$ cat config.mk
export PLATFORM = sky130hd
export DESIGN_NAME = xb_stream_top
export DESIGN_NICKNAME = d
export VERILOG_FILES = /design/src/xb_pkg.sv /design/src/xb_stream_top.sv /design/src/rd_word_splitter.sv /design/src/pulse_sampler.sv /design/src/host_msg_parser.sv /design/src/xb_fifo.sv
export SDC_FILE = /design/constraint.sdc
export NUM_CORES = 1
export LEC_CHECK = 0
export BUFFER_PORTS_ARGS = -buffer_cell sky130_fd_sc_hd__buf_2
export CORE_ASPECT_RATIO = 2
export CORE_MARGIN = 2
export CORE_UTILIZATION = 67
export CTS_CLUSTER_DIAMETER = 120
export DETAILED_ROUTE_END_ITERATION = 6
export GPL_ROUTABILITY_DRIVEN = 0
export MAX_ROUTING_LAYER = met4
export PLACE_DENSITY = 0.84
export SLEW_MARGIN = 15
export SYNTH_ARGS = -nofsm -noshare
export SYNTH_HDL_FRONTEND = slang
export SYNTH_SLANG_ARGS = --single-unit
$ cat constraint.sdc
create_clock -name BUS_CLK -period 25.8 [get_ports BUS_CLK]
set_input_delay 2.58 -clock BUS_CLK [delete_from_list [all_inputs] [get_ports BUS_CLK]]
set_output_delay 2.58 -clock BUS_CLK [all_outputs]
set_load 0.02 [all_outputs]
$ cat src/xb_pkg.sv
`default_nettype none

package xb_pkg;

  localparam int WORD_W = 32;  // host stream width
  localparam int MSG_WORDS = 3;  // words per host message

  // position of each field's word within a host message
  localparam int COUNT_IDX = 0;
  localparam int INTERVAL_IDX = 1;
  localparam int STEP_IDX = 2;

  typedef logic [WORD_W-1:0] xb_word_t;

  typedef enum logic [1:0] {
    CMD_START = 2'd0,
    CMD_STOP = 2'd1,
    CMD_BAD = 2'd2
  } cmd_kind_t;

  // value sits in the upper half, so seq is the low word on the read stream
  typedef struct packed {
    logic [31:0] value;  // accumulated sample value
    logic [31:0] seq;  // sample index within the run
  } fpga_msg_t;

  typedef struct packed {
    cmd_kind_t kind;
    logic [15:0] count;  // low half of word 0
    logic [15:0] interval;  // high half of word 1
    logic [31:0] step;  // all of word 2
  } host_cmd_t;

endpackage

`default_nettype wire
$ cat src/xb_stream_top.sv
`default_nettype none

module xb_stream_top #(
  parameter int WR_DEPTH = 16,
  parameter int RD_DEPTH = 8,
  parameter int AF_MARGIN = 2
) (
  input wire BUS_CLK,
  input wire reset,
  input wire wr_wren,
  input wire xb_pkg::xb_word_t wr_data,
  input wire wr_open,
  output logic wr_full,
  input wire rd_rden,
  input wire rd_open,
  output xb_pkg::xb_word_t rd_data,
  output logic rd_empty,
  output logic rd_eof,
  output logic app_running,
  output logic app_error
);

  xb_pkg::xb_word_t wr_word;  // wr_fifo -> parser
  logic wr_word_empty;
  logic wr_word_rden;
  logic cmd_valid;  // parser -> sampler
  xb_pkg::host_cmd_t cmd;
  logic msg_wren;  // sampler -> rd_fifo
  logic msg_full;
  xb_pkg::fpga_msg_t msg_in;
  xb_pkg::fpga_msg_t msg_out;  // rd_fifo -> splitter
  logic msg_empty;
  logic msg_rden;
  logic run_done;

  xb_fifo #(
    .T(xb_pkg::xb_word_t),
    .DEPTH(WR_DEPTH),
    .AF_MARGIN(AF_MARGIN)
  ) wr_fifo (
    .BUS_CLK(BUS_CLK),
    .reset(reset),
    .wren(wr_wren && wr_open),  // closed stream writes nothing
    .din(wr_data),
    .full(),
    .almost_full(wr_full),  // host sees early full
    .rden(wr_word_rden),
    .dout(wr_word),
    .empty(wr_word_empty)
  );

  host_msg_parser parser (
    .BUS_CLK(BUS_CLK),
    .reset(reset),
    .word(wr_word),
    .word_empty(wr_word_empty),
    .word_rden(wr_word_rden),
    .cmd_valid(cmd_valid),
    .cmd(cmd)
  );

  pulse_sampler sampler (
    .BUS_CLK(BUS_CLK),
    .reset(reset),
    .cmd_valid(cmd_valid),
    .cmd(cmd),
    .msg_full(msg_full),
    .msg_wren(msg_wren),
    .msg(msg_in),
    .app_running(app_running),
    .app_error(app_error),
    .run_done(run_done)
  );

  xb_fifo #(
    .T(xb_pkg::fpga_msg_t),
    .DEPTH(RD_DEPTH),
    .AF_MARGIN(AF_MARGIN)
  ) rd_fifo (
    .BUS_CLK(BUS_CLK),
    .reset(reset),
    .wren(msg_wren),
    .din(msg_in),
    .full(msg_full),
    .almost_full(),
    .rden(msg_rden),
    .dout(msg_out),
    .empty(msg_empty)
  );

  rd_word_splitter splitter (
    .BUS_CLK(BUS_CLK),
    .reset(reset),
    .msg(msg_out),
    .msg_empty(msg_empty),
    .msg_rden(msg_rden),
    .run_done(run_done),
    .app_running(app_running),
    .rd_rden(rd_rden && rd_open),  // reads count only while open
    .rd_data(rd_data),
    .rd_empty(rd_empty),
    .rd_eof(rd_eof)
  );

endmodule

`default_nettype wire

$ cat src/rd_word_splitter.sv
`default_nettype none

module rd_word_splitter (
  input wire BUS_CLK,
  input wire reset,
  input wire xb_pkg::fpga_msg_t msg,
  input wire msg_empty,
  output logic msg_rden,
  input wire run_done,
  input wire app_running,
  input wire rd_rden,
  output xb_pkg::xb_word_t rd_data,
  output logic rd_empty,
  output logic rd_eof
);

  logic half;  // 0 low word, 1 high word
  logic take;  // host accepted the word on offer

  assign take = rd_rden && !msg_empty;  // reads on an empty stream are ignored

  assign rd_data = half ? msg.value : msg.seq;
  assign rd_empty = msg_empty;

  // release the FIFO entry only once both halves are gone
  assign msg_rden = take && half;

  // end of file once the run is over and everything was read
  assign rd_eof = run_done && !app_running && msg_empty;

  always_ff @(posedge BUS_CLK) begin
    if (reset) begin
      half <= 1'b0;
    end else if (take) begin
      half <= !half;
    end
  end

endmodule

`default_nettype wire

$ cat src/pulse_sampler.sv
`default_nettype none

module pulse_sampler (
  input wire BUS_CLK,
  input wire reset,
  input wire cmd_valid,
  input wire xb_pkg::host_cmd_t cmd,
  input wire msg_full,
  output logic msg_wren,
  output xb_pkg::fpga_msg_t msg,
  output logic app_running,
  output logic app_error,
  output logic run_done
);

  logic running;
  logic [15:0] remaining;  // samples still to write
  logic [15:0] ivl_cnt;  // cycles until the next sample may go
  logic [15:0] ivl_len;  // interval, zero raised to one
  logic [31:0] step_r;
  xb_pkg::fpga_msg_t cur;  // pending sample, value already includes step
  logic is_start;
  logic is_stop;
  logic is_bad;

  assign is_start = cmd_valid && (cmd.kind == xb_pkg::CMD_START);
  assign is_stop = cmd_valid && (cmd.kind == xb_pkg::CMD_STOP);
  assign is_bad = cmd_valid && (cmd.kind == xb_pkg::CMD_BAD);

  // stall rather than drop when the read FIFO fills
  assign msg_wren = running && (ivl_cnt == '0) && !msg_full;
  assign msg = cur;
  assign app_running = running;

  always_ff @(posedge BUS_CLK) begin
    if (reset) begin
      running <= 1'b0;
      remaining <= '0;
      ivl_cnt <= '0;
      app_error <= 1'b0;
      run_done <= 1'b0;
    end else if (is_start) begin
      running <= 1'b1;
      remaining <= cmd.count;
      ivl_cnt <= '0;  // first sample on the next cycle
      app_error <= 1'b0;
      run_done <= 1'b0;
    end else if (is_stop) begin
      running <= 1'b0;
      run_done <= 1'b1;
    end else begin
      if (is_bad) begin
        app_error <= 1'b1;  // run in progress carries on
      end
      if (msg_wren) begin
        remaining <= remaining - 1'b1;
        ivl_cnt <= ivl_len - 1'b1;
        if (remaining == 16'd1) begin
          running <= 1'b0;
          run_done <= 1'b1;
        end
      end else if (running && (ivl_cnt != '0) && !msg_full) begin
        ivl_cnt <= ivl_cnt - 1'b1;  // frozen under back-pressure
      end
    end
  end

  // sample payload and run settings
  always_ff @(posedge BUS_CLK) begin
    if (is_start) begin
      cur.seq <= '0;
      cur.value <= cmd.step;  // cleared accumulator plus one step
      step_r <= cmd.step;
      ivl_len <= (cmd.interval == '0) ? 16'd1 : cmd.interval;
    end else if (msg_wren) begin
      cur.seq <= cur.seq + 1'b1;
      cur.value <= cur.value + step_r;
    end
  end

  a_no_write_full: assert property (
    @(posedge BUS_CLK) disable iff (reset) msg_wren |-> !msg_full
  ) else $error("pulse_sampler: write while read FIFO full");

endmodule

`default_nettype wire

$ cat src/host_msg_parser.sv
`default_nettype none

module host_msg_parser (
  input wire BUS_CLK,
  input wire reset,
  input wire xb_pkg::xb_word_t word,
  input wire word_empty,
  output logic word_rden,
  output logic cmd_valid,
  output xb_pkg::host_cmd_t cmd
);

  logic [1:0] word_cnt;  // which word of the message is next
  logic zero_acc;  // every word so far was zero
  logic last_zero;
  logic last_word;

  // fall-through FIFO, so pop whatever is there
  assign word_rden = !word_empty;

  assign last_zero = zero_acc && (word == '0);
  assign last_word = (word_cnt == 2'(xb_pkg::MSG_WORDS - 1));

  always_ff @(posedge BUS_CLK) begin
    if (reset) begin
      word_cnt <= '0;
      cmd_valid <= 1'b0;
    end else begin
      cmd_valid <= 1'b0;
      if (word_rden) begin
        if (last_word) begin
          word_cnt <= '0;
          cmd_valid <= 1'b1;  // one cycle after the third pop
        end else begin
          word_cnt <= word_cnt + 1'b1;
        end
      end
    end
  end

  // steer each popped word into its field
  always_ff @(posedge BUS_CLK) begin
    if (word_rden) begin
      case (word_cnt)
        2'(xb_pkg::COUNT_IDX): begin
          cmd.count <= word[15:0];
          zero_acc <= (word == '0);  // first word starts the check
        end
        2'(xb_pkg::INTERVAL_IDX): begin
          cmd.interval <= word[31:16];
          zero_acc <= last_zero;
        end
        2'(xb_pkg::STEP_IDX): begin
          cmd.step <= word;
          if (last_zero) begin
            cmd.kind <= xb_pkg::CMD_STOP;
          end else if (cmd.count != '0) begin
            cmd.kind <= xb_pkg::CMD_START;
          end else begin
            cmd.kind <= xb_pkg::CMD_BAD;  // zero count but not a stop
          end
        end
        default: begin
          zero_acc <= zero_acc;
        end
      endcase
    end
  end

  a_cmd_pulse: assert property (
    @(posedge BUS_CLK) disable iff (reset) cmd_valid |=> !cmd_valid
  ) else $error("host_msg_parser: cmd_valid held for two cycles");

endmodule

`default_nettype wire

$ cat src/xb_fifo.sv
`default_nettype none

module xb_fifo #(
  parameter type T = logic [31:0],
  parameter int DEPTH = 16,
  parameter int AF_MARGIN = 2
) (
  input wire BUS_CLK,
  input wire reset,
  input wire wren,
  input wire T din,
  output logic full,
  output logic almost_full,
  input wire rden,
  output T dout,
  output logic empty
);

  localparam int PTR_W = (DEPTH > 1) ? $clog2(DEPTH) : 1;
  localparam int CNT_W = $clog2(DEPTH + 1);

  T mem [DEPTH];  // storage only, no reset
  logic [PTR_W-1:0] wr_ptr;
  logic [PTR_W-1:0] rd_ptr;
  logic [CNT_W-1:0] count;  // occupancy
  logic do_wr;
  logic do_rd;

  assign do_wr = wren && !full;  // strobes outside the rules are dropped
  assign do_rd = rden && !empty;

  assign full = (count == CNT_W'(DEPTH));
  assign almost_full = (count >= CNT_W'(DEPTH - AF_MARGIN));  // AF_MARGIN or fewer free
  assign empty = (count == '0);
  assign dout = mem[rd_ptr];  // fall-through, oldest entry always visible

  always_ff @(posedge BUS_CLK) begin
    if (do_wr) begin
      mem[wr_ptr] <= din;
    end
  end

  always_ff @(posedge BUS_CLK) begin
    if (reset) begin
      wr_ptr <= '0;
      rd_ptr <= '0;
      count <= '0;
    end else begin
      if (do_wr) begin
        wr_ptr <= (wr_ptr == PTR_W'(DEPTH - 1)) ? '0 : wr_ptr + 1'b1;  // wrap for any depth
      end
      if (do_rd) begin
        rd_ptr <= (rd_ptr == PTR_W'(DEPTH - 1)) ? '0 : rd_ptr + 1'b1;
      end
      case ({do_wr, do_rd})
        2'b10: begin
          count <= count + 1'b1;
        end
        2'b01: begin
          count <= count - 1'b1;
        end
        default: begin
          count <= count;  // idle, or push and pop together
        end
      endcase
    end
  end

  // the producer must honour full, the consumer must honour empty
  a_no_write_full: assert property (
    @(posedge BUS_CLK) disable iff (reset) wren |-> !full
  ) else $error("xb_fifo: write while full");

  a_no_read_empty: assert property (
    @(posedge BUS_CLK) disable iff (reset) rden |-> !empty
  ) else $error("xb_fifo: read while empty");

endmodule

`default_nettype wire

==> impl_metrics.env <==
export IMPL_status="finished, violations left"
export IMPL_violations="design-rule violations"
export IMPL_syn_num_nets=2708
export IMPL_slew_violations=0
export IMPL_route_detailed_drc=1
export IMPL_max_cap_viol_count=0
export IMPL_drive_above_1_share_pct=22.7
export IMPL_routed_wl_mm=111
export IMPL_synth_top_family_by_area="multiplexers"
export IMPL_viasPerCell=6.97
export IMPL_clkTransAtPathRegs_ns=0.07
export IMPL_port_buffers=74
export IMPL_grt_pass1_vias=27000
export IMPL_crit_arrival_ns=4.36
export IMPL_post_drt_wl_per_cell_um=29.8
export IMPL_finalSetupViolCount=0
export IMPL_reg2reg_slack_ns=21.43
export IMPL_fin_tns_setup_ns=0
export IMPL_detailed_place_hpwl_mm=62.9
export IMPL_syn_cell_area_um2=50100
export IMPL_firstDrtPassIters=7
export IMPL_holdWs_ns=0.452
export IMPL_holdBufCountCts=0
export IMPL_cp_required_ns=23.22
export IMPL_track_usage_pct=30.7
export IMPL_cts_htree_levels=3
export IMPL_vias=26000
export IMPL_synth_fa_ha_area_share_pct=1.39
export IMPL_tightest_slew_ns=1.11
export IMPL_setup_ws_ns=18.86
export IMPL_start_kind="register"
export IMPL_cts_tree="yes"
export IMPL_synth_seq_cells=1272
export IMPL_power_switching_share_pct=24.0
export IMPL_drtIter0Drc=2571
export IMPL_clock_skew_ns=0.0290
export IMPL_end_kind="output port"
export IMPL_multi_input_area_um2=12300
export IMPL_synth_xor_xnor_area_share_pct=1.40
export IMPL_nets=2807
export IMPL_p_switching_uw=1080
export IMPL_crit_type="reg2out"
export IMPL_synth_main_ff_cell="edfxtp_1"
export IMPL_clock_path_buffers=3
export IMPL_grt_overflow_total=0
export IMPL_place_ws_ns=19.21
export IMPL_grt_pass1_wl_mm=166
export IMPL_p_clk_share_pct=34.8
export IMPL_fin_crit_sh_pct=26.9
export IMPL_ys_seq_area_share_pct=74.3
export IMPL_synth_edf_count=1171
export IMPL_seqCellArea_um2=37200
export IMPL_synth_simple_gate_area_share_pct=4.47
export IMPL_p_int_uw=3430
export IMPL_synth_compound_area_share_pct=3.92
export IMPL_power_frac_seq_pct=53.1
export IMPL_finalHoldViolCount=0
export IMPL_die_w_um=197
export IMPL_ant_nets=0
export IMPL_yosysUniqueCellTypes=78
export IMPL_yosys_warnings=0
export IMPL_powerDensity_nw_per_um2=82.2
export IMPL_die_area_um2=77100
export IMPL_min_path_type="reg2reg"
export IMPL_muxShareOfSynthArea_pct=13.1
export IMPL_std_cell_rows=141
export IMPL_p_leak_uw=0.0174
export IMPL_clk_latency_ns=0.69
export IMPL_cp_max_fo=56
export IMPL_fillCellCount=3888
export IMPL_relSlewSlack_pct=25.7
export IMPL_antenna_found_initial=4
export IMPL_post_cts_resized=0
export IMPL_pin_count=75
export IMPL_rsz0062_at_grt="false"
export IMPL_floorplan_initialDensity_pct=67.7
export IMPL_cts_sinks=1272
export IMPL_cts_root_buf="clkbuf_16"
export IMPL_grt_max_degree=99
export IMPL_postCtsSetupBuffers=0
export IMPL_syn_to_final_growth_pct=9.67
export IMPL_cts_buffers=101
export IMPL_die_h_um=391
export IMPL_fmax_ghz=0.144
export IMPL_coreArea_um2=73900
export IMPL_syn_inst=2616
export IMPL_async_flop_share_pct=0
export IMPL_syn_area_per_cell_um2=19.1
export IMPL_combPwrFrac_pct=12.2
export IMPL_min_period_ns=6.94
export IMPL_vdd_drop_max_uv=80.2
## registers in the layout (all words and copies together) (netlist names), named ones only
signal and cells:
rd_fifo.mem 512, wr_fifo.mem 512, parser.cmd 66, sampler.msg 64, sampler.step_r 32, sampler.ivl_cnt 16, sampler.ivl_len 16, sampler.remaining 16
wr_fifo.count 5, rd_fifo.count 4, wr_fifo.rd_ptr 4, wr_fifo.wr_ptr 4, rd_fifo.rd_ptr 3, rd_fifo.wr_ptr 3, parser.word_cnt 2, parser.cmd_valid 1
parser.zero_acc 1, sampler.app_error 1, sampler.app_running 1, sampler.run_done 1, splitter.half 1
## layout by cell type, fill, tap and decap left out, types with 14 or more instances in the layout
cell | Yosys | final
dfxtp_1 | 101 | 94
a21oi_1 | 79 | 79
nor3_1 | 28 | 25
xor2_1 | 43 | 43
mux4_2 | 288 | 288
a211oi_1 | 20 | 20
nand4_1 | 16 | 16
buf_2 | 9 | 74
a22oi_1 | 67 | 67
o21ai_0 | 59 | 59
nor2_1 | 118 | 115
clkinv_1 | 0 | 14
xnor2_1 | 37 | 37
inv_1 | 37 | 36
clkbuf_16 | 0 | 104
ha_1 | 51 | 51
nand2_1 | 136 | 136
nand3_1 | 26 | 26
edfxtp_1 | 1171 | 1171
clkinv_2 | 0 | 23
nor4_1 | 26 | 25
buf_4 | 7 | 49
## power groups by stage
stage                     clock, uW  combinational [uW]  sequential, uW
after floorplan                   0                 404            2410
after global placement            0                 519            2430
after detailed placement          0                 540            2440
after CTS                      1590                 548            2390
after global routing           1650                 585            2400
final                          1570                 550            2400
## synthesized netlist by cell type, drive strengths merged, types with 3 or more instances
cell type	number	area share (%)
xor2	43	0.75
o21bai	7	0.10
a311oi	7	0.12
nor4	30	0.44
and4	5	0.087
nor3	29	0.30
buf	41	0.48
edfxtp	1171	70
nor3b	6	0.090
xnor2	37	0.65
dfxtp	101	4.0
o21a	4	0.060
nor2	119	0.92
and3	16	0.21
o21ai	59	0.59
nand2	137	1.0
nor2b	9	0.11
mux4	288	13
a31oi	8	0.10
ha	51	1.3
nand3b	4	0.060
a22oi	67	1.0
a21boi	3	0.045
clkbuf	88	0.66
o41ai	3	0.052
a211oi	21	0.32
mux2i	4	0.087
a21oi	79	0.79
o211ai	6	0.090
fa	3	0.12
nor4b	3	0.052
and2	23	0.29
inv	38	0.31
nand3	29	0.32
nand4	17	0.24
o31ai	9	0.13
or3	11	0.15
nand2b	5	0.062
a21o	10	0.15
## final timing paths
path,start,endpoint,cells after the start
setup / recovery,register,rd_data[16],5
hold / removal,parser.cmd[16],sampler.step_r[16],0
setup reg to reg,sampler.ivl_cnt[0],rd_fifo.mem[6][54],6
hold reg to reg,parser.cmd[16],sampler.step_r[16],0
## kinds of logic after synthesis
group,Yosys count
muxes,294
xor gates and xnor gates,80
AOI/OAI and AO/OA,300
adders and majority gates,54
and+or+nand+nor,449
DFF,1272
buffers and inverters,167
## layout make-up
class                   count  share of cell area (%)
diodes                      5                  0.0228
clock buffers             122                    4.97
clock inverters            64                    1.14
inverters                  38                   0.287
multi-input cells        1177                    22.3
flip-flops and latches   1272                    67.8
well taps                 929                    2.12
repair buffers            125                    1.40
## metrics by stage
step	area (um2)	instances	total power, uW	util (%)
after floorplan	50100	2616	2810	-
after global placement	51500	3541	2950	69.7
after CTS	54900	3727	4530	74.3
final	54900	3732	4510	74.3
after detailed placement	51500	3541	2980	69.7
after global routing	54900	3731	4640	74.3
## critical path, cell delays in order (launching register included)
cell and delay [ns]:
dfxtp_4 0.82, buf_4 0.73, buf_6 0.66, mux4_2 0.64, mux4_2 0.52, buf_2 0.18
## routing by layer
layer	up-vias	GRT usage (%)	routed length [um]
met4	0	15.0	6070
met1	13500	33.7	36800
met2	1397	54.2	61200
met3	369	4.73	7310
met5	-	-	0
li1	10800	-	-
No activity file was read; power rests on OpenSTA's default activity.
